<file path="config.mk">
export PLATFORM = sky130hd
export DESIGN_NAME = write_dma
export DESIGN_NICKNAME = d
export VERILOG_FILES = /design/src/source/dma_pkg.sv /design/src/source/write_dma.sv
export SDC_FILE = /design/constraint.sdc
export NUM_CORES = 1
export LEC_CHECK = 0
export BUFFER_PORTS_ARGS = -buffer_cell sky130_fd_sc_hd__buf_2
export CAP_MARGIN = 5
export CORE_UTILIZATION = 30
export DETAILED_ROUTE_END_ITERATION = 10
export MAX_ROUTING_LAYER = met4
export PLACE_DENSITY = 0.62
export SETUP_SLACK_MARGIN = 0.3
export SLEW_MARGIN = 20
export SYNTH_ARGS = -nofsm -noshare
export SYNTH_HDL_FRONTEND = slang
export SYNTH_SLANG_ARGS = --single-unit
</file>
<file path="constraint.sdc">
create_clock -name ddr_clk -period 8.1 [get_ports ddr_clk]
set_clock_uncertainty 0.15 [all_clocks]
set_input_delay 1.215 -clock ddr_clk [delete_from_list [all_inputs] [get_ports ddr_clk]]
set_output_delay 1.215 -clock ddr_clk [all_outputs]
set_load 0.02 [all_outputs]
</file>
<file path="src/source/dma_pkg.sv">
`default_nettype none

package dma_pkg;

  localparam int DATA_W  = 64;
  localparam int ADDR_W  = 10;
  localparam int LEN_W   = 8;
  localparam int MAX_LEN = 64;

  typedef logic [DATA_W-1:0] data_t;
  typedef logic [ADDR_W-1:0] addr_t;
  typedef logic [LEN_W-1:0]  len_t;

  // Requested length forced into the legal range 1 to MAX_LEN
  function automatic len_t clamp_len(len_t len);
    len_t res;
    res = len;
    if (len == '0)
      res = len_t'(1);
    else if (len > len_t'(MAX_LEN))
      res = len_t'(MAX_LEN);
    return res;
  endfunction

endpackage

`default_nettype wire

</file>
<file path="src/source/write_dma.sv">
`timescale 1ns/1ps
`default_nettype none

module write_dma
(
  input  wire logic           ddr_clk,
  input  wire logic           rst_n,
  input  wire logic           write_req,
  input  wire dma_pkg::addr_t write_start_addr,
  input  wire dma_pkg::len_t  write_length,
  output logic                write_done,
  input  wire dma_pkg::data_t din,
  output logic                din_rdy,
  input  wire logic           din_en,
  input  wire logic           din_eop,
  output logic                wr_mem_req,
  output dma_pkg::addr_t      wr_mem_addr,
  output dma_pkg::data_t      wr_mem_data,
  input  wire logic           wr_mem_gnt
);

  import dma_pkg::*;

  logic busy;
  logic closing;
  logic start;
  logic beat_acc;
  logic last_beat;
  len_t len_q;
  len_t beat_cnt;

  // A new transfer only after the previous done has been released
  assign start     = write_req && !busy && !write_done;
  // Holding register empty and the final beat not yet taken
  assign din_rdy   = busy && !closing && !wr_mem_req;
  assign beat_acc  = din_en && din_rdy;
  assign last_beat = din_eop || (beat_cnt + 1'b1 == len_q);

  always_ff @(posedge ddr_clk)
  begin
    if (!rst_n)
    begin
      busy       <= 1'b0;
      closing    <= 1'b0;
      wr_mem_req <= 1'b0;
      write_done <= 1'b0;
    end
    else
    begin
      if (start)
      begin
        busy    <= 1'b1;
        closing <= 1'b0;
      end
      if (beat_acc)
      begin
        wr_mem_req <= 1'b1;
        if (last_beat)
          closing <= 1'b1;
      end
      else if (wr_mem_gnt)
      begin
        wr_mem_req <= 1'b0;
        if (closing)
        begin
          busy       <= 1'b0;
          write_done <= 1'b1;
        end
      end
      // Release done once the host drops its request
      if (write_done && !write_req)
        write_done <= 1'b0;
    end
  end

  // Address advances on each grant, so it always points at the held beat
  always_ff @(posedge ddr_clk)
  begin
    if (start)
    begin
      wr_mem_addr <= write_start_addr;
      len_q       <= clamp_len(write_length);
      beat_cnt    <= '0;
    end
    if (beat_acc)
    begin
      wr_mem_data <= din;
      beat_cnt    <= beat_cnt + 1'b1;
    end
    if (wr_mem_gnt)
      wr_mem_addr <= wr_mem_addr + 1'b1;
  end

endmodule

`default_nettype wire

</file>
Word level (Yosys, flattened, before mapping)
Cells that the tools add are included.
{"block": "totals", "regBits": 94, "elab_cells": 48, "out_inout_bits": 77}
{"block": "op_classes", "reduce_logical": 19, "addsub": 2, "order_cmp": 1, "eq_ne": 1, "n_mux": 14, "n_bitwise": 2}
{"operator": "two-way mux 10 bit", "count": 2}
{"operator": "two-way mux 8 bit", "count": 2}
{"operator": "adder 10 x 1 -> 10 bit, second input constant", "count": 1}
{"operator": "two-way mux 1 bit", "count": 9}
{"operator": "adder 8 x 1 -> 8 bit, second input constant", "count": 1}
{"operator": "== test 8 bit", "count": 1}
{"operator": "greater-than comparator 8 x 7 -> 1 bit, second input constant", "count": 1}
{"operator": "zero test 8 bit", "count": 1}
{"operator": "two-way mux 7 bit", "count": 1}
{"operator": "logical AND 1 bit", "count": 6}
{"operator": "nonzero test 2 bit", "count": 3}
{"operator": "zero test 1 bit", "count": 5}
{"operator": "OR reduction 2 bit", "count": 2}
{"operator": "AND reduction 3 bit", "count": 1}
{"operator": "NOT 1 bit", "count": 2}
{"operator": "logical OR 1 bit", "count": 1}

Depth between registers and ports, before layout
{"block": "depth", "word_depth": 7, "mapped_depth": 6, "ltp_nobuf": 6}

Worst setup path after synthesis
OpenSTA, ideal clock, no wires.
{"block": "synth_path", "kind": "input to register", "start": "input din_en", "end": "register closing", "t_required_ps": 7866, "path_stages": 5, "slack_ps": 4615, "setup_time_ps": 84, "t_arrival_ps": 3250, "path_cell_list": "nand2_4 inv_1 nand4_1 a2111o_1 o31ai_2"}
{"block": "synth_between", "elab_chain_cells": 2}
{"element": "start: declaration", "line": "write_dma.sv:14", "source": "input wire logic din_en,"}
{"element": "logical AND 1 bit", "line": "write_dma.sv:36", "source": "assign beat_acc = din_en && din_rdy;"}
{"element": "net beat_acc", "line": "write_dma.sv:27", "source": "logic beat_acc;"}
{"element": "two-way mux 1 bit", "line": "write_dma.sv:55", "source": "if (beat_acc)"}
{"element": "end signal: assignment", "line": "write_dma.sv:44", "source": "closing <= 1'b0;"}
{"element": "end signal: assignment", "line": "write_dma.sv:53", "source": "closing <= 1'b0;"}
{"element": "end signal: assignment", "line": "write_dma.sv:59", "source": "closing <= 1'b1;"}
{"element": "end: declaration", "line": "write_dma.sv:25", "source": "logic closing;"}
The timed path passes the listed nets, and every way through them passes these cells.
A chain may end at the register's enable or synchronous reset.

Worst setup path after layout
Same ends and word-level chain as after synthesis.

==> results list <==
* Run status: completed
* Horiz. Die Dim: 110 microns
- Sequential area share after synthesis: 0.794
- Highest metal used: met4
* Most frequent cell after synthesis: sky130_fd_sc_hd__edfxtp_1
* Yosys top cell by area: sky130_fd_sc_hd__edfxtp_1
* Arrival @ worst endpoint: 2.78 ns
- Die height: 110 microns
- Clock H-tree levels: 3
- The number of hold buffers added after CTS was 0.
- Share of cells above drive strength 1: 0.507
- The root buffer cell chosen for the clock tree is sky130_fd_sc_hd__clkbuf_16.
- Achievable clock frequency: 0.374 GHz
- The first routing iteration left 128 violations.
- The first detailed-routing pass took 4 iterations.
* Required time at the worst-slack endpoint: 8.21 ns
- At the pin with the least slew margin, the transition time is 0.824 ns.
* Final HPWL from detailed placement: 5.58 mm
* # placed instances: 506
* Std-Cell Rows: 39
- Power after layout: 1.11 mW
* Max capacitance violation total: 0
* Inserted Clock Buffers: 9
* Fin crit share: 0.330
- Share of flip-flops with an asynchronous set or reset after synthesis: 0
- Counting distinct cell types in the post-synthesis netlist gives 37.
- Number of buffers added on ports: 164
* Setup TNS after final layout: 0 ns
- Worst hold path cell count: 1
* Number of cells in the finished layout apart from fillers: 522
* Origin of the critical flop-to-flop path: busy
* Final count of hold timing violations: 0
- Crit Reg-Reg Endpoint: closing
* Global router's overall resource usage: 0.125
- Counting cells, the worst reg-to-reg path comes to 7.
- After detailed routing, the met3 layer carries 754 microns of wire.
- Once layout is done, the placed cells without fillers occupy 4800 sq um.
- In this run, synthesis inferred 90 flip-flops with an integrated enable.
* Launch point of the worst hold path: busy
- Net count after synthesis: 290
* Average cell area after synthesis: 17.5 sq um
- In this run the deepest clock path goes through 2 buffers.
* Initial standard-cell utilization of the core: 0.307
- After synthesis, the cell types taking the most area are sky130_fd_sc_hd__edfxtp_1, sky130_fd_sc_hd__xnor2_1, sky130_fd_sc_hd__xor2_1.
- Post-CTS resize count: 0
- Slew Limit Fails: 0
- After detailed routing, the number of remaining DRC violations is 0.
- The worst setup path is captured at a register.
- Cell types with the highest counts after synthesis: sky130_fd_sc_hd__edfxtp_1, sky130_fd_sc_hd__nor2_1, sky130_fd_sc_hd__xnor2_1
- Detailed-routing wirelength on met1: 3.21 mm
- Power spread over the standard cell area amounts to 232 nW/um^2.
* Placed standard-cell area: 4510 sq um
* Number of post-CTS setup repair buffers: 0
- The most used flip-flop cell after synthesis is sky130_fd_sc_hd__edfxtp_1.
- Aggregate routed wire length: 7.48 mm
- Via count normalized by instance count: 4.34
* Total overflow reported by the global router: 0
- Relative to the synthesized area, the layout overhead comes to 36.8%.
* Final worst-path setup slack: 5.42 ns
* Cells after synthesis: 200
- Number of nets in the final layout: 464
- Clock latency on the worst-skew pair, taken at its later pin, is 0.34 ns.
- The routed layout has 2,267 vias.
- Critical Path Source Type: input port
- Setup violations remaining at the end of the flow were counted as 0.
- Clock sink count: 94
- The core region is 11,400 sq um.
- Final critical path time including I/O delays and setup: 2.68 ns
- Number of global-route vias before repair: 2,065
- The path class of the tightest hold or removal check is register to register.
- Met2 layer wire length in the routed design: 3.36 mm
* Setup slack at placement: 5.04 ns
- Clock-pin slew was measured on the worst setup and hold paths at 0.07 ns.
- Number of synthesis warnings: 0
* Io pins: 165
- Setup repair after global routing missed its margin: no
* Fraction of post-synthesis cell area in the top cell type by area: 0.771
- For this design the static power due to leakage is 1.96 nW.
* Critical setup path kind: input port to register
- The congestion estimate from routability-driven global placement came to 0.779.
- DRT antenna net count: 0
- The path with the worst hold slack has its endpoint at busy.
- VDD IR max: 91.1 uV
- TritonCTS built the clock tree.
* Yosys reg bits: 94
- Count of inserted antenna diode cells: 0
- Relative slew margins: 0.451
- Of all nets on the critical path, the largest fanout is 66.
- Summing every instance area after synthesis gives 3510 sq um.
- Entering global routing, the biggest net connects 67 pins.
- The die covers 12,100 sq um.
- Wire length of the first global-routing pass: 10.7 mm
- The number of antenna violations at the first check in global routing came to 0.
- The worst register-to-register path has a setup slack of 5.70 ns.
* Average wire per cell in the routed design: 14.3 microns
[logic make-up (layout without fill, tap and decap cells)]
logic type                 count (synthesis)  count (layout)  synth area share
AOI/OAI and AO/OA                         16              16            0.0300
and+or+nand+nor                           57              57            0.0903
DFF                                       94              94             0.794
buffers and inverters                      5             184           0.00535
other                                      1               1           0.00107
muxes                                      2               2           0.00607
adders and majority gates                  2               2           0.00714
xor gates and xnor gates                  23              23            0.0664
[cells in the final DEF, fill, tap and decap left out, types with 2 or more instances in the layout]
master                      netlist  routed
sky130_fd_sc_hd__a21oi_1          9       9
sky130_fd_sc_hd__and2_1           6       6
sky130_fd_sc_hd__and3_1           2       2
sky130_fd_sc_hd__and4_1           2       2
sky130_fd_sc_hd__buf_2            0     164
sky130_fd_sc_hd__clkbuf_16        0       9
sky130_fd_sc_hd__clkinv_4         0       2
sky130_fd_sc_hd__dfxtp_1          4       4
sky130_fd_sc_hd__edfxtp_1        90      90
sky130_fd_sc_hd__ha_1             2       2
sky130_fd_sc_hd__inv_1            3       2
sky130_fd_sc_hd__inv_6            0       2
sky130_fd_sc_hd__inv_8            0       2
sky130_fd_sc_hd__nand2_1          7       7
sky130_fd_sc_hd__nand3_1          6       6
sky130_fd_sc_hd__nand4_1          2       2
sky130_fd_sc_hd__nor2_1          20      20
sky130_fd_sc_hd__nor3_1           2       2
sky130_fd_sc_hd__o21ai_0          2       2
sky130_fd_sc_hd__xnor2_1         11      11
sky130_fd_sc_hd__xor2_1          10      10
[worst max path at each step]
stage / from / end / slack [ns]
floorplan: din_en / closing / 4.62
global placement: din_en / closing / 5.11
detailed placement: din_en / closing / 5.04
CTS: din_en / closing / 5.38
global route: din_en / closing / 5.29
finish: din_en / closing / 5.42
[worst max-delay path, cell delays in order]
cell	delay (ns)
sky130_fd_sc_hd__buf_2	0.11
sky130_fd_sc_hd__nand2_4	0.09
sky130_fd_sc_hd__inv_2	0.06
sky130_fd_sc_hd__buf_4	0.63
sky130_fd_sc_hd__nand4_1	0.17
sky130_fd_sc_hd__a2111o_1	0.33
sky130_fd_sc_hd__o31ai_2	0.18
[flip-flops by register name, indices dropped and copies added, names as in the netlist]
signal and flops:
wr_mem_req 1, beat_cnt 8, write_done 1, busy 1
closing 1, wr_mem_data 64, len_q 8, wr_mem_addr 10
[stage by stage]
step	util	hold WS, ns
finish	0.420	0.394
detailed placement	0.395	0.373
global route	0.420	0.414
global placement	0.395	0.367
floorplan	-	0.337
CTS	0.420	0.390
[layer usage]
metal,up-vias,GRT usage
met5,-,-
met4,0,0.0761
met3,11,0.0323
met2,127,0.181
met1,1031,0.158
li1,1098,-
[power breakdown]
part / total (mW) / internal (mW) / switching [mW]
registers: 0.585 / 0.568 / 0.0173
clock network: 0.405 / 0.216 / 0.189
logic: 0.121 / 0.0506 / 0.0700
total: 1.11 / 0.834 / 0.277
[cell type report]
cell class / count / area [sq um]
multi-input cells: 101 / 704
inverters: 3 / 11.3
clock inverters: 7 / 65.1
flip-flops and latches: 94 / 2780
repair buffers: 165 / 828
fillers: 1079 / 6620
well taps: 143 / 179
clock buffers: 9 / 225
(Power assumes the default switching activity.)
