$ cat src/source/dma_pkg.sv
`default_nettype none

package dma_pkg;

  localparam int DATA_W  = 64;
  localparam int ADDR_W  = 10;
  localparam int LEN_W   = 8;
  localparam int MAX_LEN = 64;

  typedef logic [DATA_W-1:0] data_t;
  typedef logic [ADDR_W-1:0] addr_t;
  typedef logic [LEN_W-1:0]  len_t;

  // Requested length forced into the legal range 1 to MAX_LEN
  function automatic len_t clamp_len(len_t len);
    len_t res;
    res = len;
    if (len == '0)
      res = len_t'(1);
    else if (len > len_t'(MAX_LEN))
      res = len_t'(MAX_LEN);
    return res;
  endfunction

endpackage

`default_nettype wire

$ cat src/source/mem_port_arbiter.sv
`timescale 1ns/1ps
`default_nettype none

module mem_port_arbiter
(
  input  wire logic           ddr_clk,
  input  wire logic           rst_n,
  input  wire logic           wr_mem_req,
  input  wire dma_pkg::addr_t wr_mem_addr,
  input  wire dma_pkg::data_t wr_mem_data,
  output logic                wr_mem_gnt,
  input  wire logic           rd_mem_req,
  input  wire dma_pkg::addr_t rd_mem_addr,
  output logic                rd_mem_gnt,
  output dma_pkg::data_t      rd_mem_data,
  output logic                rd_mem_valid,
  output logic                ram_en,
  output logic                ram_we,
  output dma_pkg::addr_t      ram_addr,
  output dma_pkg::data_t      ram_wdata,
  input  wire dma_pkg::data_t ram_rdata
);

  // High when the read side wins the next contention
  logic rd_turn;

  assign wr_mem_gnt = wr_mem_req && (!rd_mem_req || !rd_turn);
  assign rd_mem_gnt = rd_mem_req && (!wr_mem_req || rd_turn);

  assign ram_en    = wr_mem_gnt || rd_mem_gnt;
  assign ram_we    = wr_mem_gnt;
  assign ram_addr  = wr_mem_gnt ? wr_mem_addr : rd_mem_addr;
  assign ram_wdata = wr_mem_data;

  // RAM output is valid the cycle after a read grant
  assign rd_mem_data = ram_rdata;

  always_ff @(posedge ddr_clk)
  begin
    if (!rst_n)
    begin
      rd_turn      <= 1'b0;
      rd_mem_valid <= 1'b0;
    end
    else
    begin
      if (wr_mem_gnt)
        rd_turn <= 1'b1;
      else if (rd_mem_gnt)
        rd_turn <= 1'b0;
      rd_mem_valid <= rd_mem_gnt;
    end
  end

endmodule

`default_nettype wire

$ cat config.mk
export PLATFORM = sky130hd
export DESIGN_NAME = mem_port_arbiter
export DESIGN_NICKNAME = d
export VERILOG_FILES = /design/src/source/dma_pkg.sv /design/src/source/mem_port_arbiter.sv
export SDC_FILE = /design/constraint.sdc
export NUM_CORES = 1
export LEC_CHECK = 0
export BUFFER_PORTS_ARGS = -buffer_cell sky130_fd_sc_hd__buf_2
export CAP_MARGIN = 20
export CORE_AREA = 2 2 114 116
export CTS_CLUSTER_DIAMETER = 100
export DETAILED_ROUTE_END_ITERATION = 8
export DIE_AREA = 0 0 116 118
export PLACE_DENSITY_LB_ADDON = 0.3
export SLEW_MARGIN = 15
export SYNTH_ARGS = -nofsm -noshare
export SYNTH_HDL_FRONTEND = slang
export SYNTH_SLANG_ARGS = --single-unit
$ cat constraint.sdc
create_clock -name ddr_clk -period 3 [get_ports ddr_clk]
set_input_delay 0.3 -clock ddr_clk [delete_from_list [all_inputs] [get_ports ddr_clk]]
set_output_delay 0.3 -clock ddr_clk [all_outputs]
set_load 0.05 [all_outputs]
# Word level (Yosys, flattened, before mapping)
# Index checks and enable logic that the tools add are counted.
word_totals:
  reg_bits: 2
  wordCells: 14
  in_bits: 152
  output_inout_bits: 143
classes:
  muxes: 3
  reduce_logical: 9
ops:
  columns: ["cell", "n"]
  rows:
  - ["10-bit 2-to-1 mux", 1]
  - ["1-bit zero test", 3]
  - ["1-bit logical OR", 3]
  - ["1-bit logical AND", 2]
  - ["1-bit 2-to-1 mux", 2]
  - ["2-bit nonzero test", 1]

# Depth between registers and ports, before layout
# Gate-level depths: netlist (run 1).
depth:
  word_depth: 5
  ltp_mapped: 3
  depth_no_buf: 2

# Worst setup path before layout (run 1)
# No wires, ideal clock.
synth_timing:
  path_kind: "input port to output port"
  startpoint: "in wr_mem_req"
  endpoint: "out ram_addr[0]"
  required_ns: 2.700
  setup_slack_ns: 1.586
  arrival_time_ns: 1.114
  stages: 3
  n_path_buf: 1
  path_cell_list: "a21boi_2 buf_6 mux2_4"
synth_between:
  elab_chain_cells: 2
synth_rtl:
  columns: ["item", "line", "text"]
  rows:
  - ["start: declaration", "mem_port_arbiter.sv:8", "input wire logic wr_mem_req,"]
  - ["1-bit logical AND", "mem_port_arbiter.sv:27", "assign wr_mem_gnt = wr_mem_req && (!rd_mem_req || !rd_turn);"]
  - ["named net ram_we", "mem_port_arbiter.sv:18", "output logic ram_we,"]
  - ["10-bit 2-to-1 mux", "mem_port_arbiter.sv:32", "assign ram_addr = wr_mem_gnt ? wr_mem_addr : rd_mem_addr;"]
  - ["end: declaration", "mem_port_arbiter.sv:19", "output dma_pkg::addr_t ram_addr,"]
# The timed path passes the listed nets, and every way through them passes these cells.

# Final worst setup path (run 1)
layout_timing:
  startpoint: "reg rd_turn"
  endpoint: "out ram_addr[8]"
layout_between:
  elab_chain_cells: 4
layout_rtl:
  columns: ["item", "line", "text"]
  rows:
  - ["start: declaration", "mem_port_arbiter.sv:25", "logic rd_turn;"]
  - ["start signal: assignment", "mem_port_arbiter.sv:42", "rd_turn <= 1'b0;"]
  - ["start signal: assignment", "mem_port_arbiter.sv:48", "rd_turn <= 1'b1;"]
  - ["start signal: assignment", "mem_port_arbiter.sv:50", "rd_turn <= 1'b0;"]
  - ["1-bit zero test", "mem_port_arbiter.sv:27", null]
  - ["1-bit logical OR", "mem_port_arbiter.sv:27", null]
  - ["1-bit logical AND", "mem_port_arbiter.sv:27", null]
  - ["10-bit 2-to-1 mux", "mem_port_arbiter.sv:32", null]
# Every way passes these cells.

==> results of run 1 <==
## kinds of logic after synthesis
family,share of synthesized area
mux,0.120
simple gates,0.0267
flops,0.0329
compound gates,0.0154
buf+inv,0.805
## worst paths after layout
check	endpoint	slack [ps]	cells after the start
min reg2reg	rd_turn	510	2
min	rd_mem_valid	350	2
max	ram_addr[8]	890	3
max reg2reg	rd_mem_valid	2140	2
## power groups by stage
stage	clock network (mW)	registers (mW)	logic, mW
final	0.198	0.0295	0.119
after global routing	0.207	0.0297	0.126
after CTS	0.202	0.0296	0.121
after detailed placement	0	0.0299	0.120
after global placement	0	0.0298	0.120
after floorplan	0	0.0322	0.549
## flip-flops by register name, summed over array words and instances, names as in the netlist
register,flops
rd_mem_valid,1
rd_turn,1
## placed cells by master, fill, tap and decap left out
cell	instances
buf_2	38
mux2_4	9
clkbuf_16	3
dfxtp_1	2
a21boi_2	1
or2_2	1
or2b_1	1
and2_1	1
mux2_2	1
nand2b_1	1
a21boi_0	1
and3_1	1
## area by class of cell
cell class	count	area [um2]
multi-input cells	17	198
clock buffers	3	75.1
well taps	172	215
repair buffers	38	190
fillers	1486	11700
flip-flops and latches	2	40.0
## routing by layer
layer  vias to the layer above  global-route usage
met5                         -                   0
met4                         0              0.0751
met3                        66              0.0247
met2                        90              0.0567
met1                       182             0.00404
li1                        152                   -
==> flow_summary.toml, run 1 <==
[run_status]
status = "finished, final reports clean"

[global_routing]
grt_pass1_wl_mm = 2.97
antenna_found_initial = 0
first_global_vias = 538
grt.overflow.total = 0
grt_max_degree = 13
grt_use_total = 0.0334

[detailed_routing]
wl_met3_um = 538
routedWlPerCell_um = 10.8
dr.pass1.iters = 2
drt_wl_total_mm = 2.50
wl_met1_um = 342
via_per_inst = 2.11
ant_nets = 0
vias = 490
drt_iter0_markers = 5
route.top_layer_used = "met4"
wl_met2_mm = 1.15
drc = 0

[yosys]
ys.flop_type = "dfxtp_1"
avgSynthCellArea_um2 = 8.17
synth_area_leader_cell = "buf_4"
ys_ff_latch = 2
async_reset_ff_frac = 0
synth_most_common_cell = "buf_4"
synth_edf_count = 0
synth_area_leaders = "buf_4 (80%), mux2_4 (11%), dfxtp_1 (3.3%)"
syn_nets = 301
synth_cell_type_count = 12
synth_seq_area_share = 0.0329
synthCells = 149
ys_top_cells_by_count = "buf_4 (129), mux2_4 (9), dfxtp_1 (2)"
synth_top_area_share = 0.795
syn_area_mm2 = 0.00122
yosysWarnings = 0

[critical_path]
worstSetupStartpoint = "rd_turn"
path_buf_inv = 1
cp_data_arrival_time_ps = 1810
cp_cell_sequence = "a21boi_2 > mux2_2 > buf_2"
reg2reg_from = "rd_turn"
critPathTopFamily = "compound AO/OA/AOI/OAI gates"
cp_max_fo = 12
setup.worst_path.start_class = "register"
path_class = "reg -> out"
worst-endpoint-required_ps = 2700
cp_slowest_cell = "a21boi_2"
slowest_delay_ps = 640
endpoint_kind = "output pin"

[min_path]
hold_start = "rst_n"
hold_class = "in -> reg"

[sta]
clock.fmax_mhz = 475
hold_viol_final = 0
period_share = 0.702
slew_headroom = 0.472
setup_viol = 0
fin_crit_ps = 2110
tns_ps = 0
hold_slack_ps = 349
skew_ps = 0.534
timing.final.ws_setup_ps = 893
rsz0062_at_grt = "false"
tightest_slew_ps = 787
slew_violations = 0

[place]
gp_congestion = 0.478
dp_worst_setup_slack_ps = 1010
dp.cells = 229
place_area_um2 = 643
portBuffers = 38

[pwr]
power_density_mw_per_mm2 = 483
clock_power_share = 0.572
power.internal_uw = 240
finalPower_uw = 347
combPwrFrac = 0.343
p_leak_nw = 0.303
p_sw_frac = 0.309
p_seq_frac = 0.085
ir_drop_mv = 0.128
p_sw_uw = 107

[clock_network]
cts_tree = "built"
cts_buffers = 3
cts_hold_buffers = 0
cts_setup_buffers = 0
htree_levels = 1
clk_path_buf_depth = 2
ctsResizeCount = 0
clk_latency_ps = 220
cts_root_buf = "clkbuf_16"
clk_pin_slew_worst_paths_ps = 30
clock_sinks = 2

[floorplanning]
coreArea_mm2 = 0.0124
initial_core_util = 0.0981
die-area_mm2 = 0.0137
die_height_um = 118
io_pins = 295
fp.dieW_um = 116
rows = 41

[cells_and_area]
post-route-util = 0.0579
final_cells = 232
antenna_cells = 0
drive_above_1_share = 0.883
nNetsFinal = 214
final_area_um2 = 718
area_delta_synth_final_pct = -41.0

[flow_run]
cap_violations = 0
(Power assumes the default switching activity.)
==> inputs of run 2 (changes only) <==
==> constraint.sdc (replaced) <==
create_clock -name ddr_clk -period 2.1 [get_ports ddr_clk]
set_input_delay 0.21 -clock ddr_clk [delete_from_list [all_inputs] [get_ports ddr_clk]]
set_output_delay 0.21 -clock ddr_clk [all_outputs]
set_load 0.05 [all_outputs]
==> run 2 against run 1 <==
Effect of this change: largest cell class unchanged; worst setup slack got worse by 460 ps; non-clock buffer count grew 1; critical path depth increased by 1; sequential power increased by 43%; register-to-register slack got worse by 910 ps; final cell count is 0.43% higher; wire length rose by 1.1%; utilization rose by 0.060 points.
==> flow_summary.toml, run 2 (synthesis gave the netlist of run 1 again) <==
[run_status]
status = "finished, final reports clean"

[cells_and_area]
final_cells = 233
layout_commonest_cell = "buf_2"
final_area_um2 = 726
area.sequential_um2 = 40.0
antenna_cells = 0
nNetsFinal = 215
layout_common_cells = "buf_2 (38), mux2_4 (9), clkbuf_16 (3)"
largest_registers = "rd_mem_valid x1, rd_turn x1"
area_delta_synth_final_pct = -40.4
filler_cell_count = 1489
multi_input_area_um2 = 198
drive_above_1_share = 0.885

[detailed_routing]
drc = 0
route.top_layer_used = "met4"
vias = 489
drt_iter0_markers = 4
drt_wl_total_mm = 2.53
wl_met2_mm = 1.19
wl_met1_um = 333
ant_nets = 0
dr.pass1.iters = 2
via_per_inst = 2.10
wl_met3_um = 537
routedWlPerCell_um = 10.8

[clock_network]
htree_levels = 1
cts_tree = "built"
clk_latency_ps = 220
cts_buffers = 3
cts_root_buf = "clkbuf_16"
clock_sinks = 2
ctsResizeCount = 0
cts_hold_buffers = 0
clk_pin_slew_worst_paths_ps = 30
cts_setup_buffers = 0
clk_path_buf_depth = 2

[sta]
skew_ps = 0.0723
slew_violations = 0
tightest_slew_ps = 259
setup_viol = 0
tns_ps = 0
timing.final.ws_setup_ps = 432
rsz0062_at_grt = "false"
hold_slack_ps = 253
hold_viol_final = 0
slew_headroom = 0.829
fin_crit_ps = 1670
period_share = 0.794
clock.fmax_mhz = 600

[place]
place_area_um2 = 651
gp_congestion = 0.488
dp_worst_setup_slack_ps = 606
portBuffers = 38
dp.cells = 230

[floorplanning]
initial_core_util = 0.0981
io_pins = 295
coreArea_mm2 = 0.0124
fp.dieW_um = 116
die_height_um = 118
rows = 41
die-area_mm2 = 0.0137

[global_routing]
grt_max_degree = 13
first_global_vias = 545
grt_use_total = 0.0330
grt.overflow.total = 0
grt_pass1_wl_mm = 2.93
antenna_found_initial = 0

[flow_run]
cap_violations = 0

[pwr]
power_density_mw_per_mm2 = 688
ir_drop_mv = 0.178
p_leak_nw = 0.308

[critical_path]
setup.worst_path.start_class = "register"
endpoint_kind = "output pin"
cp_data_arrival_time_ps = 1460
rr_worst_depth = 2
rrSetupSlack_ps = 1230
path_class = "reg -> out"
worst-endpoint-required_ps = 1890
reg2reg_from = "rd_turn"
cp_max_fo = 12
r2r-end = "rd_mem_valid"

[min_path]
hold_start = "rst_n"
hold_class = "in -> reg"
worstHoldPathCells = 2
min_to = "rd_mem_valid"
==> run 2: cell count changes in the layout (fill, tap and decap cells not counted), sizes merged <==
cell and delta:
buf +1
==> run 2: stage by stage <==
| step | utilization | power [mW] |
|---|---|---|
| final | 0.0585 | 0.500 |
| after floorplan | - | 0.830 |
| after global placement | 0.0524 | 0.217 |
| after global routing | 0.0585 | 0.518 |
| after CTS | 0.0585 | 0.508 |
| after detailed placement | 0.0524 | 0.217 |
==> run 2: layer usage <==
layer	vias to the layer above	track usage
li1	156	-
met1	179	0.00341
met2	88	0.0559
met3	66	0.0232
met4	0	0.0774
met5	-	0
==> run 2: how the worst max path moves through the flow <==
stage | end | startpoint | slack, ps
final | ram_addr[8] | rd_turn | 430
after global routing | ram_addr[8] | rd_turn | 380
after CTS | ram_addr[8] | rd_turn | 420
after detailed placement | ram_addr[8] | rd_mem_req | 610
after global placement | ram_addr[8] | rd_mem_req | 610
after floorplan | ram_addr[0] | rd_turn | 790
==> run 2: worst max-delay path: stages (launching register included) <==
cell	delay, ps
dfxtp_1	320
a21boi_2	110
buf_4	230
mux2_2	360
buf_2	210
==> run 2: layout make-up <==
cell class	count	area share
clock buffer	3	0.103
multi-input combinational	17	0.272
sequential	2	0.0552
tap	172	0.297
timing repair buffer	39	0.272
==> run 2: report_power, final <==
part	switching (mW)	internal (mW)	leakage [nW]
Sequential	0.00151	0.0408	0.0166
Clock	0.0426	0.242	0.0370
Combinational	0.112	0.0608	0.255
Total	0.156	0.344	0.308
==> inputs of run 3 (changes only) <==
--- a/config.mk
+++ b/config.mk
@@ -7,10 +7,10 @@
 export LEC_CHECK = 0
 export BUFFER_PORTS_ARGS = -buffer_cell sky130_fd_sc_hd__buf_2
 export CAP_MARGIN = 20
-export CORE_AREA = 2 2 114 116
+export CORE_AREA = 2 2 115 117
 export CTS_CLUSTER_DIAMETER = 100
 export DETAILED_ROUTE_END_ITERATION = 8
-export DIE_AREA = 0 0 116 118
+export DIE_AREA = 0 0 117 119
 export PLACE_DENSITY_LB_ADDON = 0.3
 export SLEW_MARGIN = 15
 export SYNTH_ARGS = -nofsm -noshare
==> constraint.sdc (replaced) <==
create_clock -name ddr_clk -period 1.5 [get_ports ddr_clk]
set_input_delay 0.15 -clock ddr_clk [delete_from_list [all_inputs] [get_ports ddr_clk]]
set_output_delay 0.15 -clock ddr_clk [all_outputs]
set_load 0.05 [all_outputs]
==> run 3 against run 2 <==
Effect of this change: die area up 1.7%; clock skew up 1.3 ps; worst hold slack got worse by 68 ps; largest power group unchanged.
==> flow_summary.toml, run 3 (synthesis gave the netlist of run 1 again) <==
[run_status]
status = "finished, final reports clean"

[detailed_routing]
dr.pass1.iters = 2
vias = 502
drt_wl_total_mm = 2.71
drt_iter0_markers = 15
drc = 0
ant_nets = 0
via_per_inst = 2.11
routedWlPerCell_um = 11.4

[sta]
clock.fmax_mhz = 668
period_share = 0.998
slew_headroom = 0.821
tns_ps = 0
slew_violations = 0
skew_ps = 1.38
setup_viol = 0
rsz0062_at_grt = "true"
fin_crit_ps = 1500
tightest_slew_ps = 270
hold_viol_final = 0

[pwr]
clock_power_share = 0.533
ir_drop_mv = 0.187
p_seq_frac = 0.080
p_sw_frac = 0.310
power.internal_uw = 521
combPwrFrac = 0.387
power_density_mw_per_mm2 = 913
p_sw_uw = 234
finalPower_uw = 754
p_leak_nw = 0.345

[global_routing]
grt_max_degree = 11
grt_use_total = 0.0330
antenna_found_initial = 0
grt.overflow.total = 0
grt_pass1_wl_mm = 2.94
first_global_vias = 509

[cells_and_area]
layout_common_cells = "buf_2 (28), mux2_4 (9), buf_6 (9)"
drive_above_1_share = 0.903
largest_registers = "rd_mem_valid x1, rd_turn x1"
area_delta_synth_final_pct = -32.2
layout_commonest_cell = "buf_2"
post-route-util = 0.0641
antenna_cells = 0
final_cells = 238
nNetsFinal = 216

[clock_network]
htree_levels = 1
clk_latency_ps = 220
cts_root_buf = "clkbuf_16"
cts_buffers = 3
clk_path_buf_depth = 2
clk_pin_slew_worst_paths_ps = 30
cts_tree = "built"
clock_sinks = 2
cts_hold_buffers = 0

[floorplanning]
io_pins = 295
fp.dieW_um = 117
initial_core_util = 0.0946
coreArea_mm2 = 0.0129
die-area_mm2 = 0.0139
die_height_um = 119
rows = 42

[critical_path]
worst-endpoint-required_ps = 1350
setup.worst_path.start_class = "register"
cp_data_arrival_time_ps = 1350
path_class = "reg -> out"
endpoint_kind = "output pin"
slowest_delay_ps = 340
cp_slowest_cell = "mux2_2"
rrSetupSlack_ps = 640
cp_cell_sequence = "a21boi_4 > buf_4 > mux2_2 > buf_8"
reg2reg_from = "rd_turn"
cp_max_fo = 3
worstSetupStartpoint = "rd_turn"

[place]
hpwl_mm = 2.26
gp_congestion = 0.567
dp.cells = 234
portBuffers = 38

[min_path]
hold_class = "in -> reg"
hold_start = "rst_n"

[flow_run]
cap_violations = 0
==> run 3: changes by cell type in the layout (fill, tap and decap cells not counted), sizes merged <==
cell / previous run / this run
buf: 39 / 40
==> run 3: path summary, 6_finish.rpt <==
kind / to / cells after the start
worst max-delay path: ram_addr[8] / 4
worst min register to register: rd_turn / 2
worst max register to register: rd_mem_valid / 2
worst min-delay path: rd_mem_valid / 2
==> run 3: area by class of cell <==
class | count | area [um2]
repair buffers | 40 | 284
well taps | 176 | 220
clock buffers | 3 | 75.1
flip-flops and latches | 2 | 41.3
fillers | 1503 | 12000
multi-input cells | 17 | 205
==> run 3: worst max-delay path, delay by kind of cell, from the launching register on <==
family / cells / cell delay [ps]
AO/OA/AOI/OAI: 1 / 170
multiplexers: 1 / 340
buffers and inverters: 2 / 290
flip-flops: 1 / 330
==> run 3: per-stage QoR <==
step	worst slack, ps	cell area (um2)	hold WS (ps)
2_1_floorplan	247	1220	296
3_3_place_gp	143	668	300
3_5_place_dp	119	668	300
4_1_cts	-33.6	813	185
5_1_grt	-29.8	826	192
6_report	3.06	826	185
==> run 3: repair_timing <==
action | in CTS | in global routing
cloned | 0 | 0
pin swaps | 1 | 1
setup buffers | 1 | 0
setup endpoints to repair | 9 | 10
resized for setup | 20 | 3
==> run 3: metal layers <==
| layer | wire (um) | vias up | global-route usage |
|---|---|---|---|
| met1 | 367 | 191 | 0.00154 |
| met5 | 0 | - | 0 |
| met3 | 485 | 58 | 0.0178 |
| li1 | - | 157 | - |
| met4 | 486 | 0 | 0.0772 |
| met2 | 1370 | 96 | 0.0618 |
==> run 3: power groups by stage <==
| stage | sequential (mW) | clock, mW | combinational [mW] |
|---|---|---|---|
| after floorplan | 0.0643 | 0 | 1.10 |
| after global placement | 0.0594 | 0 | 0.253 |
| after detailed placement | 0.0600 | 0 | 0.250 |
| after CTS | 0.0590 | 0.413 | 0.287 |
| after global routing | 0.0604 | 0.418 | 0.306 |
| final | 0.0601 | 0.402 | 0.292 |
