==> config.mk <==
export PLATFORM = sky130hd
export DESIGN_NAME = read_dma
export DESIGN_NICKNAME = d
export VERILOG_FILES = /design/src/source/dma_pkg.sv /design/src/source/read_dma.sv
export SDC_FILE = /design/constraint.sdc
export NUM_CORES = 1
export LEC_CHECK = 0
export BUFFER_PORTS_ARGS = -buffer_cell sky130_fd_sc_hd__buf_4
export CAP_MARGIN = 40
export CORE_ASPECT_RATIO = 1.4
export CORE_UTILIZATION = 48
export DETAILED_ROUTE_END_ITERATION = 10
export GPL_ROUTABILITY_DRIVEN = 0
export GPL_TIMING_DRIVEN = 0
export PLACE_DENSITY = 0.93
export SLEW_MARGIN = 20
export SYNTH_ARGS = -nofsm -noshare
export SYNTH_HDL_FRONTEND = slang
export SYNTH_SLANG_ARGS = --single-unit
==> constraint.sdc <==
create_clock -name ddr_clk -period 4.87 [get_ports ddr_clk]
set_clock_uncertainty 0.2 [all_clocks]
set_input_delay 0.2435 -clock ddr_clk [delete_from_list [all_inputs] [get_ports ddr_clk]]
set_output_delay 0.2435 -clock ddr_clk [all_outputs]
set_load 0.02 [all_outputs]
==> src/source/dma_pkg.sv <==
`default_nettype none

package dma_pkg;

  localparam int DATA_W  = 64;
  localparam int ADDR_W  = 10;
  localparam int LEN_W   = 8;
  localparam int MAX_LEN = 64;

  typedef logic [DATA_W-1:0] data_t;
  typedef logic [ADDR_W-1:0] addr_t;
  typedef logic [LEN_W-1:0]  len_t;

  // Requested length forced into the legal range 1 to MAX_LEN
  function automatic len_t clamp_len(len_t len);
    len_t res;
    res = len;
    if (len == '0)
      res = len_t'(1);
    else if (len > len_t'(MAX_LEN))
      res = len_t'(MAX_LEN);
    return res;
  endfunction

endpackage

`default_nettype wire

==> src/source/read_dma.sv <==
`timescale 1ns/1ps
`default_nettype none

module read_dma #(
  parameter int NUM_READERS = 4
)
(
  input  wire logic                             ddr_clk,
  input  wire logic                             rst_n,
  input  wire logic [NUM_READERS-1:0]           read_req,
  input  wire dma_pkg::addr_t [NUM_READERS-1:0] read_start_addr,
  input  wire dma_pkg::len_t  [NUM_READERS-1:0] read_length,
  output logic [NUM_READERS-1:0]                read_ack,
  output logic                                  rd_mem_req,
  output dma_pkg::addr_t                        rd_mem_addr,
  input  wire logic                             rd_mem_gnt,
  input  wire dma_pkg::data_t                   rd_mem_data,
  input  wire logic                             rd_mem_valid,
  output dma_pkg::data_t                        dout,
  output logic [NUM_READERS-1:0]                dout_en,
  output logic                                  dout_eop
);

  import dma_pkg::*;

  localparam int PTR_W = (NUM_READERS > 1) ? $clog2(NUM_READERS) : 1;

  logic [NUM_READERS-1:0] eligible;
  logic [NUM_READERS-1:0] owner_oh;
  logic [PTR_W-1:0]       rr_ptr;
  logic [PTR_W-1:0]       pick_idx;
  logic                   pick_valid;
  logic                   start;
  logic                   busy;
  len_t                   len_q;
  len_t                   issue_cnt;
  len_t                   ret_cnt;

  // Requesters already acked wait for their req to drop
  assign eligible = read_req & ~read_ack;

  always_comb
  begin
    int idx;
    pick_valid = 1'b0;
    pick_idx   = '0;
    for (int k = 0; k < NUM_READERS; k++)
    begin
      idx = int'(rr_ptr) + k;
      if (idx >= NUM_READERS)
        idx = idx - NUM_READERS;
      if (!pick_valid && eligible[idx])
      begin
        pick_valid = 1'b1;
        pick_idx   = idx[PTR_W-1:0];
      end
    end
  end

  assign start      = pick_valid && !busy;
  assign rd_mem_req = busy && (issue_cnt != len_q);

  always_ff @(posedge ddr_clk)
  begin
    if (!rst_n)
    begin
      busy     <= 1'b0;
      rr_ptr   <= '0;
      read_ack <= '0;
      dout_en  <= '0;
      dout_eop <= 1'b0;
    end
    else
    begin
      if (start)
      begin
        busy   <= 1'b1;
        rr_ptr <= (int'(pick_idx) == NUM_READERS - 1) ? '0 : pick_idx + 1'b1;
      end
      // Burst finished once its last beat has left the output stage
      if (dout_eop)
        busy <= 1'b0;
      read_ack <= (read_ack & read_req) | (dout_eop ? dout_en : '0);
      dout_en  <= rd_mem_valid ? owner_oh : '0;
      dout_eop <= rd_mem_valid && (ret_cnt + 1'b1 == len_q);
    end
  end

  always_ff @(posedge ddr_clk)
  begin
    if (start)
    begin
      rd_mem_addr        <= read_start_addr[pick_idx];
      len_q              <= clamp_len(read_length[pick_idx]);
      issue_cnt          <= '0;
      ret_cnt            <= '0;
      owner_oh           <= '0;
      owner_oh[pick_idx] <= 1'b1;
    end
    if (rd_mem_gnt)
    begin
      rd_mem_addr <= rd_mem_addr + 1'b1;
      issue_cnt   <= issue_cnt + 1'b1;
    end
    if (rd_mem_valid)
    begin
      dout    <= rd_mem_data;
      ret_cnt <= ret_cnt + 1'b1;
    end
  end

endmodule

`default_nettype wire

; ---- Yosys cells after proc, flatten, opt, wreduce, memory -nomap -nowiden
; Index checks and enable logic that the tools add are counted.
[classes]
addsub = 11
n_lt_le_gt_ge = 11
eq_ne = 3
muxes = 38
bitwise = 5
reduce_logical = 17
[ops]
columns = cell, n
row1 = $lt 32x4->1 const B, 4
row2 = $mux 32, 4
row3 = $mux 8, 4
row4 = $mux 10, 3
row5 = $bmux 10 s2, 1
row6 = $add 8x1->8 const B, 2
row7 = $bmux 8 s2, 1
row8 = $mux 1, 13
row9 = $sub 3x3->4 const B, 3
row10 = $add 10x1->10 const B, 1
row11 = $mux 2, 5
row12 = $ge 3x3->1 const B, 3
row13 = $and 4x4->4, 2
row14 = $bmux 1 s2, 4
row15 = $eq 8x8->1, 1
row16 = $gt 8x7->1 const B, 1
row17 = $logic_not 8->1, 1
row18 = $ne 8x8->1, 1
row19 = $logic_and 1x1->1, 7
row20 = $mux 7, 1
row21 = $add 2x2->3 const B, 2
row22 = $logic_not 1->1, 4
row23 = $mux 4, 1
row24 = $not 4->4, 1
row25 = other kinds (13), 15
[word_totals]
ff_bits = 114
input_bits = 144

; ---- Depth between registers and ports, before layout
; Gate-level depths: netlist (run 1).
[logic_depth]
ltp_word = 19
depth_mapped = 9
mapped_depth_nobuf = 8

; ---- Least setup slack after synthesis (run 1)
; Ideal clock, no wire load.
[synth_path]
path_kind = register to register
startpoint = register read_ack[3]
endpoint = register issue_cnt[0] (enable)
setup_time_ps = 340
arrival_ps = 2039
path_slack_ps = 2291
stages_incl_launch_ff = 5
n_path_buf = 0
cell_sequence = dfxtp_1 -> and2b_1 -> nor2_1 -> a31oi_1 -> or2_2
[synth_between]
elab_chain_cells = 17
[synth_rtl]
columns = item, line
row1 = from (decl), read_dma.sv:13  ; output logic [NUM_READERS-1:0] read_ack,
row2 = from (signal assigned), read_dma.sv:83  ; read_ack <= (read_ack & read_req) | (dout_eop ? dout_en : '0);
row3 = $not 4->4 (*), read_dma.sv:40  ; assign eligible = read_req & ~read_ack;
row4 = $and 4x4->4 (*), read_dma.sv:40
row5 = $bmux 1 s2, read_dma.sv:52  ; if (!pick_valid && eligible[idx])
row6 = $mux 1 (not written as such) (2 in a row), read_dma.sv:52
row7 = $mux 1, read_dma.sv:52
row8 = $logic_not 1->1, read_dma.sv:52
row9 = $logic_and 1x1->1, read_dma.sv:52
row10 = $mux 1, read_dma.sv:52
row11 = $logic_not 1->1, read_dma.sv:52
row12 = $logic_and 1x1->1, read_dma.sv:52
row13 = $mux 1, read_dma.sv:52
row14 = $logic_not 1->1, read_dma.sv:52
row15 = $logic_and 1x1->1, read_dma.sv:52
row16 = $mux 1 (*), read_dma.sv:52
row17 = $logic_and 1x1->1 (*), read_dma.sv:60  ; assign start = pick_valid && !busy;
row18 = named net start, read_dma.sv:33  ; logic start;
row19 = $reduce_bool 2->1 (no line) (*), --
row20 = to (signal assigned), read_dma.sv:103  ; issue_cnt <= issue_cnt + 1'b1;
row21 = to (decl), read_dma.sv:36  ; len_t issue_cnt;
; Mark *: on every way through the listed nets, which the timed path passes. The rest lies on a longest branch. The select of a mux whose other input is x is not followed.
; A chain may end at the register's enable or synchronous reset.

; ---- Worst setup path in the final report (run 1)
[layout_path]
startpoint = input read_req[2]
endpoint = register rd_mem_addr[9], data pin
[layout_between]
elab_chain_cells = 18
[layout_rtl]
columns = item, line
row1 = from (decl), read_dma.sv:10  ; input wire logic [NUM_READERS-1:0] read_req,
row2 = $and 4x4->4 (*), read_dma.sv:40
row3 = $bmux 1 s2, read_dma.sv:52
row4 = $mux 1 (not written as such) (2 in a row), read_dma.sv:52
row5 = $mux 1, read_dma.sv:52
row6 = $logic_not 1->1, read_dma.sv:52
row7 = $logic_and 1x1->1, read_dma.sv:52
row8 = $mux 1, read_dma.sv:52
row9 = $logic_not 1->1, read_dma.sv:52
row10 = $logic_and 1x1->1, read_dma.sv:52
row11 = $mux 1, read_dma.sv:52
row12 = $logic_not 1->1, read_dma.sv:52
row13 = $logic_and 1x1->1, read_dma.sv:52
row14 = $mux 2 (*), read_dma.sv:52
row15 = $bmux 10 s2 (*), read_dma.sv:93  ; rd_mem_addr <= read_start_addr[pick_idx];
row16 = $mux 10 (not written as such) (*), read_dma.sv:93
row17 = $mux 10 (*), read_dma.sv:91  ; if (start)
row18 = $mux 10 (*), read_dma.sv:100  ; if (rd_mem_gnt)
row19 = to (signal assigned), read_dma.sv:93
row20 = to (signal assigned), read_dma.sv:102  ; rd_mem_addr <= rd_mem_addr + 1'b1;
row21 = to (decl), read_dma.sv:15  ; output dma_pkg::addr_t rd_mem_addr,
; Mark *: on every way between the ends. The rest lies on a longest branch, timed or not. The select of a mux whose other input is x is not followed.

==> run_summary.xml, run 1 <==
<?xml version="1.0" encoding="UTF-8"?>
<metrics>
  <group name="outcome">
    <metric name="outcome" unit="">finished, final reports clean</metric>
  </group>
  <group name="critical_path">
    <metric name="end_kind" unit="">flip-flop</metric>
    <metric name="path_max_fanout" unit="">11</metric>
    <metric name="path_class" unit="">in -&gt; reg</metric>
    <metric name="critical-path-max-stage-delay" unit="ns">0.55</metric>
    <metric name="cpMostUsedCell" unit="">a21oi_1</metric>
    <metric name="worstPathRequired" unit="ns">4.80</metric>
    <metric name="cells_traversed_along_the_worst_timing_path" unit="">dlygate4sd3_1 &gt; buf_4 &gt; nor2b_1 &gt; a211oi_1 &gt; o22ai_4 &gt; inv_1 &gt; buf_2 &gt; nand3_1 &gt; a21oi_1 &gt; a21oi_1</metric>
    <metric name="worst-endpoint-arrival" unit="ns">2.65</metric>
    <metric name="cpMaxStageDelayCell" unit="">dlygate4sd3_1</metric>
    <metric name="start_kind" unit="">input pin</metric>
  </group>
  <group name="drt">
    <metric name="postRouteAntennaNets" unit="">0</metric>
    <metric name="detail_route.wl_per_cell" unit="um">17.2</metric>
    <metric name="drtIter0Drc" unit="">243</metric>
    <metric name="dr_total_vias" unit="">4390</metric>
    <metric name="via_per_inst" unit="">5.15</metric>
    <metric name="dr.pass1.iters" unit="">5</metric>
    <metric name="drc" unit="">0</metric>
    <metric name="totalWireLength" unit="um">14700</metric>
  </group>
  <group name="hold_path">
    <metric name="min-delay-path-class" unit="">in -&gt; reg</metric>
  </group>
  <group name="floorplan">
    <metric name="dieWidth" unit="um">88.1</metric>
    <metric name="core_outline_area" unit="mm2">0.0100</metric>
    <metric name="initial_core_util" unit="%">49.7</metric>
    <metric name="ioPinCount" unit="">228</metric>
    <metric name="fp.dieH" unit="um">122</metric>
    <metric name="die_area" unit="mm2">0.0108</metric>
    <metric name="placementRows" unit="">43</metric>
  </group>
  <group name="grt">
    <metric name="top_usage_layer" unit="">met2</metric>
    <metric name="grt_pass1_wl" unit="um">21600</metric>
    <metric name="grt_start_max_net_pins" unit="">70</metric>
    <metric name="globalRouteMet1Util" unit="%">28.4</metric>
    <metric name="met3_grt_util" unit="%">7.53</metric>
    <metric name="grt-ovfl-total" unit="">0</metric>
    <metric name="number_of_antenna_violations_at_the_first_check_in_global_routing" unit="">1</metric>
    <metric name="first_global_vias" unit="">4320</metric>
    <metric name="groute.usage.overall" unit="%">27.6</metric>
    <metric name="met2_usage_grt" unit="%">50.9</metric>
  </group>
  <group name="cells_and_area">
    <metric name="layout.cell_area.non_filler" unit="mm2">0.00815</metric>
    <metric name="area_delta_synth_final" unit="%">63.8</metric>
    <metric name="fillCellCount" unit="">559</metric>
    <metric name="fraction_of_final_layout_cells_with_drive_strength_greater_than_1" unit="%">38.1</metric>
    <metric name="fin_nets" unit="">855</metric>
  </group>
  <group name="sta">
    <metric name="final_min_period_over_clock_period" unit="%">55.8</metric>
    <metric name="layout_min_cycle_time" unit="ns">2.72</metric>
    <metric name="worst-slew-pin-transition" unit="ns">0.847</metric>
    <metric name="maxSlewViolCount" unit="">0</metric>
    <metric name="worst_slack" unit="ns">2.15</metric>
    <metric name="highest_clock_rate" unit="MHz">368</metric>
    <metric name="rsz0062_at_grt" unit="">false</metric>
    <metric name="hold_viol" unit="">0</metric>
    <metric name="slew_headroom" unit="%">43.5</metric>
    <metric name="finalSetupViolations" unit="">0</metric>
    <metric name="finalSetupTns" unit="ns">0</metric>
  </group>
  <group name="yosys">
    <metric name="ys_ff_latch" unit="">114</metric>
    <metric name="synth_enable_flop_cells" unit="">102</metric>
    <metric name="asyncSetResetFlopFracSynth" unit="%">0</metric>
    <metric name="yosys.cell_count.top_type" unit="">edfxtp_1</metric>
    <metric name="seq_area_frac_synth" unit="%">66.4</metric>
    <metric name="synth_largest_area_cell" unit="">edfxtp_1</metric>
    <metric name="ys_top_cells_by_count" unit="">edfxtp_1 (102), nand2_1 (59), nand3_1 (33)</metric>
    <metric name="netlist_instances" unit="">389</metric>
    <metric name="syn-cell-area" unit="mm2">0.00498</metric>
    <metric name="synth_warnings" unit="">0</metric>
    <metric name="synth_area_leaders" unit="">edfxtp_1 (62%), dfxtp_1 (4.8%), nand2_1 (4.4%)</metric>
    <metric name="syn_nets" unit="">540</metric>
    <metric name="top_flip_flop_cell_by_instance_count_after_synthesis" unit="">edfxtp_1</metric>
    <metric name="synth_top_area_share" unit="%">61.5</metric>
    <metric name="yosys.cell_types.count" unit="">46</metric>
    <metric name="post_synth.cell_area_avg" unit="um2">12.8</metric>
  </group>
  <group name="clock_network">
    <metric name="tritoncts_clock_tree" unit="">yes</metric>
    <metric name="cts_max_level" unit="">4</metric>
    <metric name="path_clk_slew" unit="ns">0.05</metric>
    <metric name="post_cts_resized" unit="">0</metric>
    <metric name="clk_root_buffer_cell" unit="">clkbuf_16</metric>
    <metric name="clkLatencyLatePin" unit="ns">0.40</metric>
    <metric name="max-clock-path-buffers" unit="">2</metric>
    <metric name="cts.sinks" unit="">114</metric>
    <metric name="cts_made_buffers" unit="">17</metric>
  </group>
  <group name="placement">
    <metric name="input_output_buffers" unit="">226</metric>
    <metric name="detailedPlace.worstSlack" unit="ns">2.38</metric>
    <metric name="place_hpwl" unit="um">10100</metric>
    <metric name="placed_cell_area" unit="mm2">0.00686</metric>
  </group>
  <group name="pwr">
    <metric name="combPwrFrac" unit="%">20.1</metric>
    <metric name="powerDensity" unit="mW/mm2">386</metric>
    <metric name="leakagePower" unit="uW">0.00348</metric>
    <metric name="worst_ir_drop_vdd" unit="mV">0.234</metric>
    <metric name="power.switching" unit="uW">805</metric>
    <metric name="clock_power_share" unit="%">40.0</metric>
    <metric name="power_frac_seq" unit="%">39.9</metric>
    <metric name="power.switching_fraction" unit="%">25.6</metric>
    <metric name="internal_power" unit="uW">2340</metric>
  </group>
  <group name="job">
    <metric name="cap_violations" unit="">0</metric>
  </group>
</metrics>
==> timing repair <==
action / CTS / global route
hold endpoints to repair: 69 / 0
hold buffers: 69 / 0
buffers inserted: 0 / 0
==> cell type report <==
| class | instances | area (um2) | share of cell area [%] |
|---|---|---|---|
| diodes | 1 | 2.50 | 0.0307 |
| plain buffers | 15 | 68.8 | 0.844 |
| clock buffers | 20 | 437 | 5.36 |
| clock inverters | 12 | 164 | 2.01 |
| inverters | 2 | 7.51 | 0.0921 |
| multi-input cells | 258 | 1600 | 19.7 |
| flip-flops and latches | 114 | 3300 | 40.5 |
| well taps | 135 | 169 | 2.07 |
| repair buffers | 296 | 2400 | 29.4 |
==> critical path, delay by kind of cell <==
| kind | cells | cell delay (ns) |
|---|---|---|
| simple gates | 2 | 0.25 |
| buf+inv | 4 | 1.07 |
| compound gates | 4 | 1.10 |
==> stage by stage <==
step | hold WS (ns) | utilization [%] | cells | total power, uW
finish | 0.0771 | 81.5 | 853 | 3150
detailed placement | 0.223 | 68.6 | 751 | 1840
floorplan | 0.142 | - | 389 | 1570
global placement | 0.222 | 68.4 | 750 | 1820
global route | 0.0635 | 81.5 | 853 | 3260
CTS | 0.0491 | 81.5 | 852 | 3150
==> sequential cells by signal (all words and copies together), names as in the netlist, 2 cells and up <==
| name | flops |
|---|---|
| dout_en | 4 |
| owner_oh | 4 |
| rd_mem_addr | 10 |
| issue_cnt | 8 |
| read_ack | 4 |
| ret_cnt | 8 |
| len_q | 8 |
| rr_ptr | 2 |
| dout | 64 |
==> cell usage in the layout, fill, tap and decap left out, types with 3 or more instances in the layout <==
cell	count
a32o_1	3
nand2_1	59
dfxtp_1	12
and2_1	9
and3_1	11
nor2_1	17
ha_1	7
bufinv_16	4
buf_2	4
clkbuf_1	13
nor2b_1	13
buf_4	226
nor3_1	3
clkinv_2	5
xnor2_1	14
nand2b_1	3
edfxtp_1	102
xor2_1	22
dlygate4sd3_1	69
clkbuf_16	17
a22oi_1	4
a21oi_1	20
o21ai_0	5
a311oi_2	3
nand3_1	33
nor3b_1	3
nor4_1	3
==> per-layer routing <==
| metal | wire length (um) | vias up | share of wire (%) |
|---|---|---|---|
| met5 | 0 | - | 0 |
| met4 | 301 | 0 | 2.1 |
| met3 | 1230 | 26 | 8.4 |
| met2 | 7880 | 279 | 54 |
| met1 | 5240 | 2039 | 36 |
| li1 | - | 2046 | - |
==> power by group through the flow <==
stage               combinational, uW  clock [uW]  sequential, uW
finish                            631        1260            1260
global route                      676        1310            1270
CTS                               625        1270            1250
detailed placement                573           0            1270
global placement                  557           0            1260
floorplan                         233           0            1340
==> logic make-up after synthesis <==
group / Yosys count / share of synthesized area (%)
AOI/OAI and AO/OA: 47 / 7.32
xor gates and xnor gates: 36 / 6.33
adders and majority gates: 7 / 1.76
buffers and inverters: 17 / 1.53
DFF: 114 / 66.4
muxes: 2 / 0.402
other: 1 / 0.0753
and+or+nand+nor: 165 / 16.2
==> path summary, 6_finish.rpt <==
kind | cells past startpoint | slack, ns | end | start
max | 10 | 2.15 | rd_mem_addr[9] | read_req[2]
min | 3 | 0.08 | len_q[2] | read_length[2]
max reg2reg | 8 | 2.31 | rd_mem_addr[9] | read_ack[1]
min reg2reg | 1 | 0.28 | dout_en[3] | owner_oh[3]
Note: power is estimated with default switching activity, not from simulation.
==> inputs of run 2 (changes only) <==
--- a/config.mk
+++ b/config.mk
@@ -8,11 +8,11 @@
 export BUFFER_PORTS_ARGS = -buffer_cell sky130_fd_sc_hd__buf_4
 export CAP_MARGIN = 40
 export CORE_ASPECT_RATIO = 1.4
-export CORE_UTILIZATION = 48
+export CORE_UTILIZATION = 42
 export DETAILED_ROUTE_END_ITERATION = 10
 export GPL_ROUTABILITY_DRIVEN = 0
 export GPL_TIMING_DRIVEN = 0
-export PLACE_DENSITY = 0.93
+export PLACE_DENSITY = 0.87
 export SLEW_MARGIN = 20
 export SYNTH_ARGS = -nofsm -noshare
 export SYNTH_HDL_FRONTEND = slang
==> constraint.sdc (replaced) <==
create_clock -name ddr_clk -period 2.2 [get_ports ddr_clk]
set_clock_uncertainty 0.2 [all_clocks]
set_input_delay 0.11 -clock ddr_clk [delete_from_list [all_inputs] [get_ports ddr_clk]]
set_output_delay 0.11 -clock ddr_clk [all_outputs]
set_load 0.02 [all_outputs]
==> run 2 against run 1 <==
  * Final area grew 10%
  * Critical endpoint is now len_q[0]
  * Critical path depth is 1 lower
  * Critical path type is now reg -> reg
  * First-iteration DRC count grew 59%
  * Worst hold slack lost 0.053 ns
  * Core utilization is 3.1 points lower
  * The flow now finishes with violations (setup timing)
  * Sequential cell count unchanged
  * Via count rose by 14%
  * Sequential share of layout area shrank 3.6 points
  * Die area grew 14%
  * Combinational power grew to 2.8 times the previous value
  * Sequential power grew 120%
==> run_summary.xml, run 2 (same netlist as run 1, synthesis figures left out) <==
<?xml version="1.0" encoding="UTF-8"?>
<metrics>
  <group name="placement">
    <metric name="detailedPlace.worstSlack" unit="ns">-0.241</metric>
    <metric name="input_output_buffers" unit="">226</metric>
    <metric name="dp.cells" unit="">759</metric>
    <metric name="place_hpwl" unit="um">9940</metric>
  </group>
  <group name="sta">
    <metric name="worst_slack" unit="ns">-0.306</metric>
    <metric name="hold_viol" unit="">0</metric>
    <metric name="maxSlewViolCount" unit="">0</metric>
    <metric name="slew_headroom" unit="%">56.7</metric>
    <metric name="highest_clock_rate" unit="MHz">399</metric>
    <metric name="finalSetupViolations" unit="">15</metric>
    <metric name="rsz0062_at_grt" unit="">true</metric>
    <metric name="worst-slew-pin-transition" unit="ns">0.649</metric>
    <metric name="final_min_period_over_clock_period" unit="%">114</metric>
    <metric name="layout_min_cycle_time" unit="ns">2.51</metric>
    <metric name="finalSetupTns" unit="ns">-1.55</metric>
  </group>
  <group name="floorplan">
    <metric name="ioPinCount" unit="">228</metric>
    <metric name="placementRows" unit="">46</metric>
    <metric name="core_outline_area" unit="mm2">0.0115</metric>
    <metric name="die_area" unit="mm2">0.0123</metric>
    <metric name="dieWidth" unit="um">94.0</metric>
    <metric name="fp.dieH" unit="um">131</metric>
    <metric name="initial_core_util" unit="%">43.5</metric>
  </group>
  <group name="outcome">
    <metric name="outcome" unit="">complete, but fails checks</metric>
    <metric name="failed_checks" unit="">setup timing</metric>
  </group>
  <group name="clock_network">
    <metric name="path_clk_slew" unit="ns">0.05</metric>
    <metric name="tritoncts_clock_tree" unit="">yes</metric>
    <metric name="max-clock-path-buffers" unit="">2</metric>
    <metric name="cts.sinks" unit="">114</metric>
    <metric name="clkLatencyLatePin" unit="ns">0.40</metric>
    <metric name="cts_made_buffers" unit="">17</metric>
    <metric name="cts_max_level" unit="">4</metric>
    <metric name="clk_root_buffer_cell" unit="">clkbuf_16</metric>
  </group>
  <group name="critical_path">
    <metric name="start_kind" unit="">flip-flop</metric>
    <metric name="setup.worst_path.start" unit="">read_ack[1]</metric>
    <metric name="ff2ff_path_depth" unit="">9</metric>
    <metric name="end_kind" unit="">flip-flop</metric>
    <metric name="worstPathRequired" unit="ns">2.23</metric>
    <metric name="timing.rr.start" unit="">read_ack[1]</metric>
    <metric name="worst-endpoint-arrival" unit="ns">2.54</metric>
    <metric name="worst_setup_endpoint" unit="">len_q[0]</metric>
    <metric name="path_max_fanout" unit="">10</metric>
    <metric name="timing.reg2reg.setup_slack" unit="ns">-0.31</metric>
    <metric name="worst_r2r_endpoint" unit="">len_q[0]</metric>
    <metric name="path_class" unit="">reg -&gt; reg</metric>
  </group>
  <group name="drt">
    <metric name="postRouteAntennaNets" unit="">0</metric>
    <metric name="dr.pass1.iters" unit="">5</metric>
    <metric name="dr_total_vias" unit="">4995</metric>
    <metric name="drc" unit="">0</metric>
    <metric name="via_per_inst" unit="">5.44</metric>
    <metric name="drtIter0Drc" unit="">387</metric>
    <metric name="totalWireLength" unit="um">18500</metric>
    <metric name="detail_route.wl_per_cell" unit="um">20.1</metric>
  </group>
  <group name="grt">
    <metric name="number_of_antenna_violations_at_the_first_check_in_global_routing" unit="">0</metric>
    <metric name="grt-ovfl-total" unit="">0</metric>
    <metric name="grt_pass1_wl" unit="um">24700</metric>
    <metric name="first_global_vias" unit="">4943</metric>
    <metric name="grt_start_max_net_pins" unit="">70</metric>
    <metric name="groute.usage.overall" unit="%">27.3</metric>
  </group>
  <group name="cells_and_area">
    <metric name="fraction_of_final_layout_cells_with_drive_strength_greater_than_1" unit="%">44.4</metric>
    <metric name="fillCellCount" unit="">585</metric>
    <metric name="fin_nets" unit="">913</metric>
    <metric name="largest_register_ffs" unit="">64</metric>
    <metric name="most_common_cell_after_layout_fill_and_taps_aside" unit="">buf_4</metric>
    <metric name="registers.top_by_ff_count" unit="">dout</metric>
    <metric name="most_frequent_cells_in_the_layout" unit="">buf_4 (250), edfxtp_1 (102), dlygate4sd3_1 (99)</metric>
    <metric name="area_delta_synth_final" unit="%">80.3</metric>
    <metric name="antenna_cells" unit="">0</metric>
    <metric name="post_layout_nonfiller_instances" unit="">919</metric>
    <metric name="reg.largest.list" unit="">dout: 64 flops, rd_mem_addr: 10 flops</metric>
  </group>
  <group name="pwr">
    <metric name="leakagePower" unit="uW">0.00382</metric>
    <metric name="worst_ir_drop_vdd" unit="mV">0.550</metric>
    <metric name="powerDensity" unit="mW/mm2">811</metric>
    <metric name="fin_total_pwr" unit="uW">7280</metric>
  </group>
  <group name="hold_path">
    <metric name="min-delay-path-class" unit="">in -&gt; reg</metric>
  </group>
  <group name="job">
    <metric name="cap_violations" unit="">0</metric>
  </group>
</metrics>
-- run 2: cell count changes in the layout (fill, tap and decap cells not counted), sizes merged --
cell	delta
diode	-1
bufinv	-1
clkbuf	+1
dlygate4sd3	+30
buf	+28
clkinv	-2
inv	+1
clkinvlp	+1
-- run 2: what timing repair did --
action                                 4_1_cts  5_1_grt
pin swaps                                    6       18
endpoints found under the hold margin       81        2
buffers inserted                             8       20
resized for setup                           34       40
cloned                                       1        0
setup endpoints to repair                   39       37
hold buffers                                98        1
-- run 2: worst min-delay path by stage --
stage,from,to,depth (start not counted)
floorplan,rd_mem_data[0],dout[0],0
global placement,rd_mem_data[53],dout[53],1
detailed placement,rd_mem_data[37],dout[37],1
CTS,read_length[12],len_q[4],4
global route,read_start_addr[25],rd_mem_addr[5],5
finish,read_start_addr[4],rd_mem_addr[4],5
-- run 2: cell type report --
type                    instances  area [um2]  area share (%)
multi-input cells             258        1820            20.3
flip-flops and latches        114        3320            36.9
plain buffers                  14        98.8            1.10
clock buffers                  21         440            4.91
well taps                     144         180            2.01
repair buffers                355        2970            33.1
inverters                       2        10.0           0.112
clock inverters                11         138            1.53
-- run 2: layer usage --
metal	vias to the layer above	global-route usage (%)	wire length (um)	share of wire [%]
li1	2164	-	-	-
met1	2299	28.0	6340	34
met2	435	49.0	9430	51
met3	97	6.83	1700	9.2
met4	0	17.5	1010	5.4
met5	-	0	0	0
-- run 2: stage by stage --
step	hold slack, ns	util, %	area [um2]
final	0.0240	78.4	8980
after detailed placement	0.0895	60.1	6880
after global placement	0.0880	60.1	6880
after floorplan	0.00887	-	5000
after global routing	0.0221	78.4	8980
after CTS	0.000343	75.3	8620
-- run 2: worst max-delay path: stages (launching register included) --
cell and delay, ns:
dfxtp_4 0.35, nand2b_4 0.16, a311oi_4 0.37, nor2_4 0.07, buf_6 0.15, clkbuf_4 0.20
a21oi_1 0.25, a32o_1 0.26, nand4_1 0.12, a21oi_1 0.21
-- run 2: report_power, final --
group          internal (uW)  switching [uW]
clock network           1770             947
registers               2620             162
logic                    871             907
total                   5260            2020
